==> config.mk <==
export PLATFORM = sky130hd
export DESIGN_NAME = spi_adc_interface
export DESIGN_NICKNAME = d
export VERILOG_FILES = /design/src/adc_pkg.sv /design/src/adc_ctrl.sv /design/src/adc_sclk_gen.sv /design/src/adc_shift_rx.sv /design/src/adc_stream_out.sv /design/src/spi_adc_interface.sv
export VERILOG_INCLUDE_DIRS = /design/src
export SDC_FILE = /design/constraint.sdc
export NUM_CORES = 1
export LEC_CHECK = 0
export BUFFER_PORTS_ARGS = -buffer_cell sky130_fd_sc_hd__clkbuf_2
export CORE_ASPECT_RATIO = 0.9
export CORE_MARGIN = 2
export CORE_UTILIZATION = 40
export DETAILED_ROUTE_END_ITERATION = 6
export PLACE_DENSITY_LB_ADDON = 0.1
export SYNTH_ARGS = -nofsm -noshare
export SYNTH_HDL_FRONTEND = slang
export SYNTH_SLANG_ARGS = --single-unit
export TNS_END_PERCENT = 1
==> constraint.sdc <==
create_clock -name clock -period 4.14 [get_ports clock]
set_clock_uncertainty 0.15 [all_clocks]
set_input_delay 0.621 -clock clock [delete_from_list [all_inputs] [get_ports clock]]
set_output_delay 0.621 -clock clock [all_outputs]
set_load 0.1 [all_outputs]
==> src/adc_defines.svh <==
`ifndef ADC_DEFINES_SVH
`define ADC_DEFINES_SVH

// Number of ADC channels sharing the chip select and serial clock
// The destination register has eight slots, so up to eight channels fit
`define ADC_N_CHANNELS 2

// Width of one sample word, right-aligned in the shift register
// Anything from 8 to 16 bits works with the datapath
`define ADC_DATA_WIDTH 12

// Width of the destination tag attached to each output word
`define ADC_DEST_WIDTH 4

// Number of destination slots packed into one 32-bit register write
`define ADC_DEST_SLOTS 8

// Width of the register write data bus
`define ADC_CFG_WIDTH 32

// Register map, selected by the single address bit
// Address 0 holds enable, clock divider and frame length
`define ADC_ADDR_CTRL 1'b0
// Address 1 holds one destination tag per channel slot
`define ADC_ADDR_DEST 1'b1

`endif

==> src/adc_pkg.sv <==
`default_nettype none

`include "adc_defines.svh"

package adc_pkg;

    // Control register layout as seen on the write data bus
    // Bit 0 is the enable, the clock divider sits right above it
    typedef struct packed {
        logic [17:0] reserved;
        logic [4:0]  frame_bits;
        logic [7:0]  sclk_div;
        logic        enable;
    } ctrl_word_t;

    // Destination register layout, slot 0 in the low nibble
    // Slot i tags the words coming from channel i
    typedef struct packed {
        logic [`ADC_DEST_SLOTS-1:0][`ADC_DEST_WIDTH-1:0] slot;
    } dest_word_t;

    // The same write data is read as one layout or the other
    // The register address decides which view applies
    typedef union packed {
        ctrl_word_t ctrl;
        dest_word_t dest;
    } cfg_word_u;

    // Configuration held by the control block and seen by the datapath
    // Only the destination slots of existing channels are kept
    typedef struct packed {
        logic                                            enable;
        logic [7:0]                                      sclk_div;
        logic [4:0]                                      frame_bits;
        logic [`ADC_N_CHANNELS-1:0][`ADC_DEST_WIDTH-1:0] dest;
    } adc_cfg_t;

    // One output word, the tag in the upper bits
    typedef struct packed {
        logic [`ADC_DEST_WIDTH-1:0] dest;
        logic [`ADC_DATA_WIDTH-1:0] data;
    } adc_word_t;

endpackage

`default_nettype wire

==> src/adc_ctrl.sv <==
`timescale 1ns/10ps
`default_nettype none

`include "adc_defines.svh"

module adc_ctrl (
    input  wire logic                      clock,
    input  wire logic                      rst_n,
    input  wire logic                      sample,
    input  wire logic                      cfg_write,
    input  wire logic                      cfg_addr,
    input  wire logic [`ADC_CFG_WIDTH-1:0] cfg_data,
    input  wire logic                      frame_done,
    input  wire logic                      emit_done,
    output adc_pkg::adc_cfg_t              cfg,
    output logic                           run,
    output logic                           emit_start,
    output logic                           ss,
    output logic                           busy
);
    import adc_pkg::*;

    typedef enum logic [1:0] {
        ST_IDLE    = 2'd0,
        ST_CONVERT = 2'd1,
        ST_EMIT    = 2'd2
    } state_t;

    state_t    state;
    cfg_word_u wr_word;

    // The write data is decoded through both register views at once
    assign wr_word = cfg_data;

    // Configuration registers, updated on the cycle after the write strobe
    always_ff @(posedge clock or negedge rst_n) begin
        if (!rst_n) begin
            cfg.enable     <= 1'b0;
            // A divider of one keeps the serial clock legal out of reset
            cfg.sclk_div   <= 8'd1;
            cfg.frame_bits <= 5'(`ADC_DATA_WIDTH);
            cfg.dest       <= '0;
        end else if (cfg_write) begin
            if (cfg_addr == `ADC_ADDR_CTRL) begin
                cfg.enable     <= wr_word.ctrl.enable;
                cfg.sclk_div   <= wr_word.ctrl.sclk_div;
                cfg.frame_bits <= wr_word.ctrl.frame_bits;
            end else begin
                // Slots beyond the channel count are dropped
                for (int ch = 0; ch < `ADC_N_CHANNELS; ch++) begin
                    cfg.dest[ch] <= wr_word.dest.slot[ch];
                end
            end
        end
    end

    // Frame sequencer
    // A sample only counts while idle and enabled, so pulses during a frame are lost
    always_ff @(posedge clock or negedge rst_n) begin
        if (!rst_n) begin
            state      <= ST_IDLE;
            emit_start <= 1'b0;
        end else begin
            // Emission is kicked off in the first cycle with ss back high
            emit_start <= (state == ST_CONVERT) && frame_done;
            case (state)
                ST_IDLE: begin
                    if (sample && cfg.enable) begin
                        state <= ST_CONVERT;
                    end
                end
                ST_CONVERT: begin
                    if (frame_done) begin
                        state <= ST_EMIT;
                    end
                end
                ST_EMIT: begin
                    // The last word leaves in the same cycle as emit_done
                    if (emit_done) begin
                        state <= ST_IDLE;
                    end
                end
                default: begin
                    state <= ST_IDLE;
                end
            endcase
        end
    end

    // The serial clock generator runs for exactly the convert phase
    assign run  = (state == ST_CONVERT);
    // Chip select is low for the whole convert phase
    assign ss   = !run;
    assign busy = (state != ST_IDLE);

    // Chip select only drops out of idle when an enabled sample was seen
    a_ss_from_idle: assert property (@(posedge clock) disable iff (!rst_n)
        (state == ST_IDLE) ##1 !ss |-> $past(sample && cfg.enable));

    // A sample arriving during a frame never starts another conversion
    a_sample_busy: assert property (@(posedge clock) disable iff (!rst_n)
        busy && sample |=> !$rose(run));

endmodule

`default_nettype wire

==> src/adc_sclk_gen.sv <==
`timescale 1ns/10ps
`default_nettype none

module adc_sclk_gen (
    input  wire logic               clock,
    input  wire logic               rst_n,
    input  wire logic               run,
    input  wire adc_pkg::adc_cfg_t  cfg,
    output logic                    sclk,
    output logic                    cap_strobe,
    output logic                    frame_done
);

    logic [7:0] half_cnt;
    logic [5:0] bit_cnt;
    logic [5:0] frame_len;
    logic       toggle;

    // A frame length field of zero stands for the full 32 clocks
    assign frame_len = (cfg.frame_bits == 5'd0) ? 6'd32 : {1'b0, cfg.frame_bits};

    // The serial clock flips at the end of each half period
    // Once all bits are in, the clock parks low until run drops
    assign toggle = run && (half_cnt == cfg.sclk_div - 8'd1) && (bit_cnt < frame_len);

    // A toggle while high is a falling edge, where the receivers sample
    assign cap_strobe = toggle && sclk;

    always_ff @(posedge clock or negedge rst_n) begin
        if (!rst_n) begin
            half_cnt   <= '0;
            bit_cnt    <= '0;
            sclk       <= 1'b0;
            frame_done <= 1'b0;
        end else begin
            // Raised in the cycle that sees the last falling edge
            frame_done <= cap_strobe && (bit_cnt == frame_len - 6'd1);
            if (!run) begin
                // Idle between frames, so the first rise comes sclk_div cycles after ss falls
                half_cnt <= '0;
                bit_cnt  <= '0;
                sclk     <= 1'b0;
            end else begin
                if (toggle) begin
                    half_cnt <= '0;
                    sclk     <= ~sclk;
                end else if (bit_cnt < frame_len) begin
                    half_cnt <= half_cnt + 8'd1;
                end
                if (cap_strobe) begin
                    bit_cnt <= bit_cnt + 6'd1;
                end
            end
        end
    end

    // A zero divider would wrap the half period counter
    a_div_nonzero: assert property (@(posedge clock) disable iff (!rst_n)
        run |-> (cfg.sclk_div != 8'd0));

endmodule

`default_nettype wire

==> src/adc_shift_rx.sv <==
`timescale 1ns/10ps
`default_nettype none

`include "adc_defines.svh"

module adc_shift_rx (
    input  wire logic                       clock,
    input  wire logic                       rst_n,
    input  wire logic                       run,
    input  wire logic                       cap_strobe,
    input  wire logic                       miso_bit,
    output logic [`ADC_DATA_WIDTH-1:0]      sample_word
);

    logic run_q;
    logic frame_start;

    // Delayed copy of run to find the first cycle of a frame
    always_ff @(posedge clock or negedge rst_n) begin
        if (!rst_n) begin
            run_q <= 1'b0;
        end else begin
            run_q <= run;
        end
    end

    // Rising edge of run, one cycle before any capture can happen
    assign frame_start = run && !run_q;

    // Data arrives MSB first and shifts in at the bottom
    // With a frame longer than the word, the oldest bits fall off the top
    always_ff @(posedge clock) begin
        if (frame_start) begin
            sample_word <= '0;
        end else if (cap_strobe) begin
            sample_word <= {sample_word[`ADC_DATA_WIDTH-2:0], miso_bit};
        end
    end

endmodule

`default_nettype wire

==> src/adc_stream_out.sv <==
`timescale 1ns/10ps
`default_nettype none

`include "adc_defines.svh"

module adc_stream_out (
    input  wire logic                                            clock,
    input  wire logic                                            rst_n,
    input  wire logic                                            emit_start,
    input  wire adc_pkg::adc_cfg_t                               cfg,
    input  wire logic [`ADC_N_CHANNELS-1:0][`ADC_DATA_WIDTH-1:0] words,
    output logic                                                 out_valid,
    output adc_pkg::adc_word_t                                   out_word,
    output logic                                                 emit_done
);

    localparam int N     = `ADC_N_CHANNELS;
    // A single channel still needs a one bit index
    localparam int IDX_W = (N > 1) ? $clog2(N) : 1;

    logic [N-1:0][`ADC_DATA_WIDTH-1:0] held;
    logic [IDX_W-1:0]                  idx;
    logic                              active;
    logic                              last;

    // Snapshot of every channel, so the receivers are free for the next frame
    always_ff @(posedge clock) begin
        if (emit_start) begin
            held <= words;
        end
    end

    assign last = (idx == IDX_W'(N - 1));

    // Channel index walks from 0 to N-1, one step per cycle
    always_ff @(posedge clock or negedge rst_n) begin
        if (!rst_n) begin
            active <= 1'b0;
            idx    <= '0;
        end else if (emit_start) begin
            active <= 1'b1;
            idx    <= '0;
        end else if (active) begin
            if (last) begin
                active <= 1'b0;
                idx    <= '0;
            end else begin
                idx <= idx + 1'b1;
            end
        end
    end

    // Each word takes the destination configured for its channel
    always_comb begin
        out_word.dest = cfg.dest[idx];
        out_word.data = held[idx];
    end

    assign out_valid = active;
    // Control sees the end of the burst together with the last word
    assign emit_done = active && last;

    // No burst is longer than one word per channel
    a_valid_burst: assert property (@(posedge clock) disable iff (!rst_n)
        out_valid [*N] |=> !out_valid);

endmodule

`default_nettype wire

==> src/spi_adc_interface.sv <==
`timescale 1ns/10ps
`default_nettype none

`include "adc_defines.svh"

module spi_adc_interface (
    input  wire logic                      clock,
    input  wire logic                      rst_n,
    input  wire logic                      sample,
    input  wire logic [`ADC_N_CHANNELS-1:0] miso,
    input  wire logic                      cfg_write,
    input  wire logic                      cfg_addr,
    input  wire logic [`ADC_CFG_WIDTH-1:0] cfg_data,
    output logic                           sclk,
    output logic                           ss,
    output logic                           out_valid,
    output adc_pkg::adc_word_t             out_word,
    output logic                           busy
);
    import adc_pkg::*;

    adc_cfg_t cfg;
    logic     run;
    logic     emit_start;
    logic     frame_done;
    logic     emit_done;
    logic     cap_strobe;

    // One received word per channel, indexed by channel number
    logic [`ADC_N_CHANNELS-1:0][`ADC_DATA_WIDTH-1:0] words;

    // Register decode and the idle, convert and emit sequencer
    adc_ctrl u_ctrl (
        .clock      (clock),
        .rst_n      (rst_n),
        .sample     (sample),
        .cfg_write  (cfg_write),
        .cfg_addr   (cfg_addr),
        .cfg_data   (cfg_data),
        .frame_done (frame_done),
        .emit_done  (emit_done),
        .cfg        (cfg),
        .run        (run),
        .emit_start (emit_start),
        .ss         (ss),
        .busy       (busy)
    );

    // Shared serial clock and the capture strobe for all receivers
    adc_sclk_gen u_sclk_gen (
        .clock      (clock),
        .rst_n      (rst_n),
        .run        (run),
        .cfg        (cfg),
        .sclk       (sclk),
        .cap_strobe (cap_strobe),
        .frame_done (frame_done)
    );

    // Every channel shifts in its own data line in parallel
    for (genvar ch = 0; ch < `ADC_N_CHANNELS; ch++) begin : g_rx
        adc_shift_rx u_rx (
            .clock       (clock),
            .rst_n       (rst_n),
            .run         (run),
            .cap_strobe  (cap_strobe),
            .miso_bit    (miso[ch]),
            .sample_word (words[ch])
        );
    end

    // Serializes the captured words into tagged output words
    adc_stream_out u_stream_out (
        .clock      (clock),
        .rst_n      (rst_n),
        .emit_start (emit_start),
        .cfg        (cfg),
        .words      (words),
        .out_valid  (out_valid),
        .out_word   (out_word),
        .emit_done  (emit_done)
    );

endmodule

`default_nettype wire

Word-level counts from Yosys, hierarchy flattened
Index checks and enable logic that the tools add are counted.

Add/subtract/negate cells: 5. $lt $le $gt $ge: 2. Equal/unequal tests: 10. Muxes and demuxes: 22. Bitwise gates (word level): 2. Reduce and logical (&&, ||, !) cells: 17.

Operators by type and width (count): $mux W12 (2); $mux W8 (3); $mux W6 (3); $add A8 B1 Y8 const B (1); $eq A8 B8 Y1 (1); $logic_and A1 B1 Y1 (8); $mux W1 (8); $mux W4 (2); $ne A2 B2 Y1 const B (4); $sub A8 B1 Y8 const B (1); $add A6 B1 Y6 const B (1); $eq A6 B6 Y1 (1); $lt A6 B6 Y1 (1); $mux W2 (3); $pmux W2 S3 (1); $sub A6 B1 Y6 const B (1); $logic_not A5 Y1 (1); $reduce_and A2 Y1 (2); $reduce_bool A2 Y1 (2); $ne A3 B3 Y1 const B (1); $reduce_and A3 Y1 (1); $eq A2 B1 Y1 const B (1); $eq A2 B2 Y1 const B (1); $logic_not A1 Y1 (2); 5 further kinds (6).

Flip-flop bits (word level): 92. Input bits: 39. Output and inout bits: 20. Logic and storage cells: 76.

Depth between registers and ports, before layout
Depth after elaboration: 7. Depth in mapped cells: 10. Gate-level depth less buffers: 9.

By module
From an unflattened synthesis, not the netlist that was laid out.

Cells, all modules: 337. Area total of the unflattened synthesis: 4244.1 um^2.

By module, submodules not included: adc_sclk_gen (times used 1, cells an instance 149, area an instance 1302.5 um^2, seq. area each 400.4 um^2); adc_stream_out (times used 1, cells an instance 49, area an instance 1039.7 um^2, seq. area each 770.7 um^2); adc_ctrl (times used 1, cells an instance 59, area an instance 996.0 um^2, seq. area each 629.4 um^2); adc_shift_rx (times used 2, cells an instance 40, area an instance 452.9 um^2, seq. area each 265.3 um^2).

Worst setup path after synthesis
No wires, ideal clock.

Path kind: flip-flop to flip-flop. Start point: register u_ctrl.cfg[14] (netlist name). End point: register u_sclk_gen.bit_cnt[3]. Library setup time: 0.078 ns. Arrival: 2.557 ns. Required time: 3.912 ns. Setup slack: 1.355 ns. Stages on the path, launching flop included: 9. Path buffers: 0. Clock period less this slack: 2.785 ns. Cell sequence: dfrtp_1 -> inv_1 -> ha_1 -> or3b_1 -> or4_1 -> a211oi_4 -> o2111ai_4 -> or4_1 -> a21oi_1.

Word-level cells in the longest chain between the ends: 6.

RTL lines: $sub A8 B1 Y8 (RTL line adc_sclk_gen.sv:24) `assign toggle = run && (half_cnt == cfg.sclk_div - 8'd1) && (bit_cnt < frame_len);`; $eq A8 B8 Y1 (RTL line adc_sclk_gen.sv:24); $logic_and A1 B1 Y1 (2 in series) (RTL line adc_sclk_gen.sv:24); $logic_and A1 B1 Y1 (RTL line adc_sclk_gen.sv:27) `assign cap_strobe = toggle && sclk;`; $ne A2 B2 Y1 (no line); to (signal assigned) (RTL line adc_sclk_gen.sv:51) `bit_cnt <= bit_cnt + 6'd1;`; to (decl) (RTL line adc_sclk_gen.sv:15) `logic [5:0] bit_cnt;`.

No other way between the ends. A chain may end at the register's enable or synchronous reset.

Worst setup path in the final report
Start point: register u_ctrl.cfg[14] (netlist name). End point: register g_rx[0].u_rx.sample_word[6].

Word-level cells in the longest chain between the ends: 5.

RTL lines: $sub A8 B1 Y8 (RTL line adc_sclk_gen.sv:24); $eq A8 B8 Y1 (RTL line adc_sclk_gen.sv:24); $logic_and A1 B1 Y1 (2 in series) (RTL line adc_sclk_gen.sv:24); $logic_and A1 B1 Y1 (RTL line adc_sclk_gen.sv:27); to (signal assigned) (RTL line adc_shift_rx.sv:36) `` sample_word <= {sample_word[`ADC_DATA_WIDTH-2:0], miso_bit}; ``; to (decl) (RTL line adc_shift_rx.sv:12) `` output logic [`ADC_DATA_WIDTH-1:0] sample_word ``.

No other way between the ends.

==> impl_metrics.env <==
export IMPL_yosysTopAreaCell="dfrtp_1"
export IMPL_drt_total_wl_mm=8.40
export IMPL_clock_sinks=92
export IMPL_p_total_mw=2.41
export IMPL_grt_antenna_before_repair=0
export IMPL_period_share=0.734
export IMPL_start_util=0.415
export IMPL_dpl_instance_area_um2=4580
export IMPL_cts_buffers=9
export IMPL_required_ns=4.26
export IMPL_maxCapViolations=0
export IMPL_hold_viol=0
export IMPL_crit_slowest_cell="or4_1"
export IMPL_grt_max_degree=45
export IMPL_cts_root_buffer="clkbuf_16"
export IMPL_ant_nets=0
export IMPL_gp_congestion=0.763
export IMPL_cts_max_level=3
export IMPL_final_cell_area_um2=4870
export IMPL_cts_tree="done"
export IMPL_clk_pin_slew_ns=0.07
export IMPL_worst_slack_ns=1.10
export IMPL_dpl_hpwl_mm=5.62
export IMPL_synthCells=375
export IMPL_port_buffers=40
export IMPL_dieArea_um2=11600
export IMPL_synth_enable_flop_cells=24
export IMPL_rrSetupSlack_ns=1.10
export IMPL_setup_worst_path_start="u_ctrl.cfg[14]"
export IMPL_grt_pass1_wl_mm=14.0
export IMPL_syn_num_nets=424
export IMPL_timing_rr_start="u_ctrl.cfg[14]"
export IMPL_syn_area_per_cell_um2=11.4
export IMPL_nFillCells=964
export IMPL_setup_viol=0
export IMPL_first_pass_iters=6
export IMPL_grtUsageTotal=0.156
export IMPL_yosys_area_share_simple=0.148
export IMPL_async_flop_share=0.478
export IMPL_leakage_nw=1.84
export IMPL_post_cts_setup_buffer_count=0
export IMPL_clk_latency_ns=0.34
export IMPL_syn_to_final_growth_pct=13.4
export IMPL_synth_top_family_by_area="simple AND/OR/NAND/NOR gates"
export IMPL_via_per_inst=5.27
export IMPL_rsz0062_at_grt="false"
export IMPL_cp_max_fo=26
export IMPL_avgRoutedWirePerCell_um=15.4
export IMPL_synthDistinctLibCells=54
export IMPL_io_pin_count=59
export IMPL_clockBufferDepth=2
export IMPL_core_um2=10300
export IMPL_synthAdderAreaFrac=0.0292
export IMPL_drv_slew=0
export IMPL_worst_setup_path_start_kind="register"
export IMPL_synth_mux_area_frac=0.145
export IMPL_postCtsResizedCells=0
export IMPL_dieHeight_um=102
export IMPL_grt_pass1_vias=2816
export IMPL_irDropWorstVdd_mv=0.264
export IMPL_synth_flop_cell="dfrtp_1"
export IMPL_num_antenna_cells=0
export IMPL_yosysSeqAreaShare=0.537
export IMPL_finalCriticalPeriod_ns=3.04
export IMPL_synthXorXnorAreaFrac=0.0265
export IMPL_gr_total_overflow=0
export IMPL_drtIter0Drc=150
export IMPL_fmax_mhz=329
export IMPL_via_count=2882
export IMPL_power_density_nw_per_um2=495
export IMPL_utilization=0.471
export IMPL_violations="design-rule violations"
export IMPL_synth_area_um2=4290
export IMPL_min_path_type="in -> async"
export IMPL_synth_seq_cells=92
export IMPL_ys_top_cells_by_area="dfrtp_1 24%, edfxtp_1 17%, dfxtp_1 11%"
export IMPL_yosys_warnings=0
export IMPL_die_width_um=113
export IMPL_slowest_delay_ns=0.59
export IMPL_drc_errors=1
export IMPL_arrival_ns=3.16
export IMPL_endpoint_kind="register"
export IMPL_finalSetupTns_ns=0
export IMPL_drive_gt1_frac=0.261
export IMPL_synth_compound_area_share=0.0758
export IMPL_synth_top_cell_area_share=0.239
export IMPL_crit_type="reg -> reg"
export IMPL_slew_headroom=0.264
export IMPL_row_count=35
export IMPL_worst_slew_pin_transition_ns=1.10
export IMPL_crit_chain="inv_1, ha_1, or3b_1, or4_1, a32oi_1, o211ai_1, nor3_2, buf_4, mux2i_1"
export IMPL_nets=462
export IMPL_cts_hold_fix_buffers=0
export IMPL_outcome="finished, violations left"
export IMPL_dp_slack_ns=1.14
logic make-up (layout without fill, tap and decap cells):
logic type,after synthesis,after routing
xor+xnor,13,13
fa+ha+maj,10,10
buf+inv,32,75
flops,92,92
mux,58,58
compound gates,45,45
simple gates,125,125
cells in the mapped netlist (4+ instances only):
| library cell | instances |
|---|---|
| dfxtp_1 | 24 |
| nand3_1 | 15 |
| nor2_1 | 9 |
| mux2i_1 | 26 |
| mux2_2 | 32 |
| clkbuf_1 | 12 |
| and3_1 | 5 |
| nand2_1 | 56 |
| xnor2_1 | 10 |
| edfxtp_1 | 24 |
| nor4_1 | 8 |
| a21oi_1 | 8 |
| or4_1 | 4 |
| dfrtp_1 | 41 |
| nor2b_1 | 4 |
| ha_1 | 10 |
| inv_1 | 13 |
| o21ai_0 | 19 |
sequential cells by signal, indices dropped and copies added, names as in the netlist:
register                count
u_sclk_gen.sclk             1
u_ctrl.emit_start           1
g_rx.u_rx.run_q             1
u_sclk_gen.bit_cnt          6
u_ctrl.cfg                 22
u_sclk_gen.half_cnt         8
u_stream_out.idx            1
u_sclk_gen.frame_done       1
g_rx.u_rx.sample_word      24
u_ctrl.state                2
u_stream_out.held          24
u_stream_out.out_valid      1
critical path, delay by kind of cell, from the launching register on:
kind	cells	cell delay, ns
compound gates	2	0.36
fa+ha+maj	1	0.18
buf+inv	2	0.51
flops	1	0.40
mux	1	0.23
simple gates	3	1.13
metal layers:
metal / up-vias / track usage / share of wire
met2: 30 / 0.249 / 0.47
met5: - / 0 / 0
li1: 1416 / - / -
met4: 0 / 0.0610 / 0.011
met1: 1429 / 0.206 / 0.49
met3: 7 / 0.0409 / 0.031
worst paths after layout:
check                                              end  cells past startpoint
max                        g_rx[0].u_rx.sample_word[6]                      9
min                                     u_ctrl.cfg[20]                      2
max reg2reg                g_rx[0].u_rx.sample_word[6]                      9
min reg2reg                       u_stream_out.held[8]                      0
max in group asynchronous               u_ctrl.cfg[12]                      2
min in group clock                u_stream_out.held[8]                      0
layout by cell type, fill, tap and decap left out, types with 2 or more instances in the layout:
cell	synthesis	final
a21oi_1	8	8
a32oi_1	2	2
and3_1	5	5
buf_4	1	6
clkbuf_16	0	9
clkbuf_2	1	40
dfrtp_1	41	41
dfstp_2	3	3
dfxtp_1	24	24
edfxtp_1	24	24
ha_1	10	10
inv_1	13	13
inv_6	0	3
mux2_2	32	32
mux2i_1	26	26
nand2_1	56	56
nand2b_1	3	3
nand3_1	15	15
nor2_1	9	9
nor2b_1	4	4
nor3_1	3	2
nor4_1	8	8
o211ai_1	2	2
o21ai_0	19	19
o31ai_1	3	3
or2_2	3	3
or3_1	3	3
or4_1	4	4
xnor2_1	10	10
xor2_1	3	3
cell type report:
class | instances | area [µm²] | share of cell area
Sequential cell | 92 | 2310 | 0.474
Multi-Input combinational cell | 251 | 1820 | 0.375
Timing Repair Buffer | 46 | 245 | 0.0504
Clock buffer | 9 | 225 | 0.0463
Tap cell | 129 | 161 | 0.0332
Clock inverter | 7 | 57.6 | 0.0118
Inverter | 13 | 48.8 | 0.0100
where the power goes:
| group | leakage [nW] | switching [mW] | internal (mW) |
|---|---|---|---|
| logic | 0.792 | 0.310 | 0.196 |
| registers | 0.912 | 0.107 | 1.00 |
| clock network | 0.136 | 0.375 | 0.417 |
| total | 1.84 | 0.792 | 1.62 |
metrics by stage:
| stage | hold WS (ns) | cells |
|---|---|---|
| after detailed placement | 0.262 | 531 |
| final | 0.214 | 547 |
| after global placement | 0.262 | 531 |
| after floorplan | 0.175 | 375 |
| after CTS | 0.227 | 547 |
| after global routing | 0.268 | 547 |
Note: power is estimated with default switching activity, not from simulation.
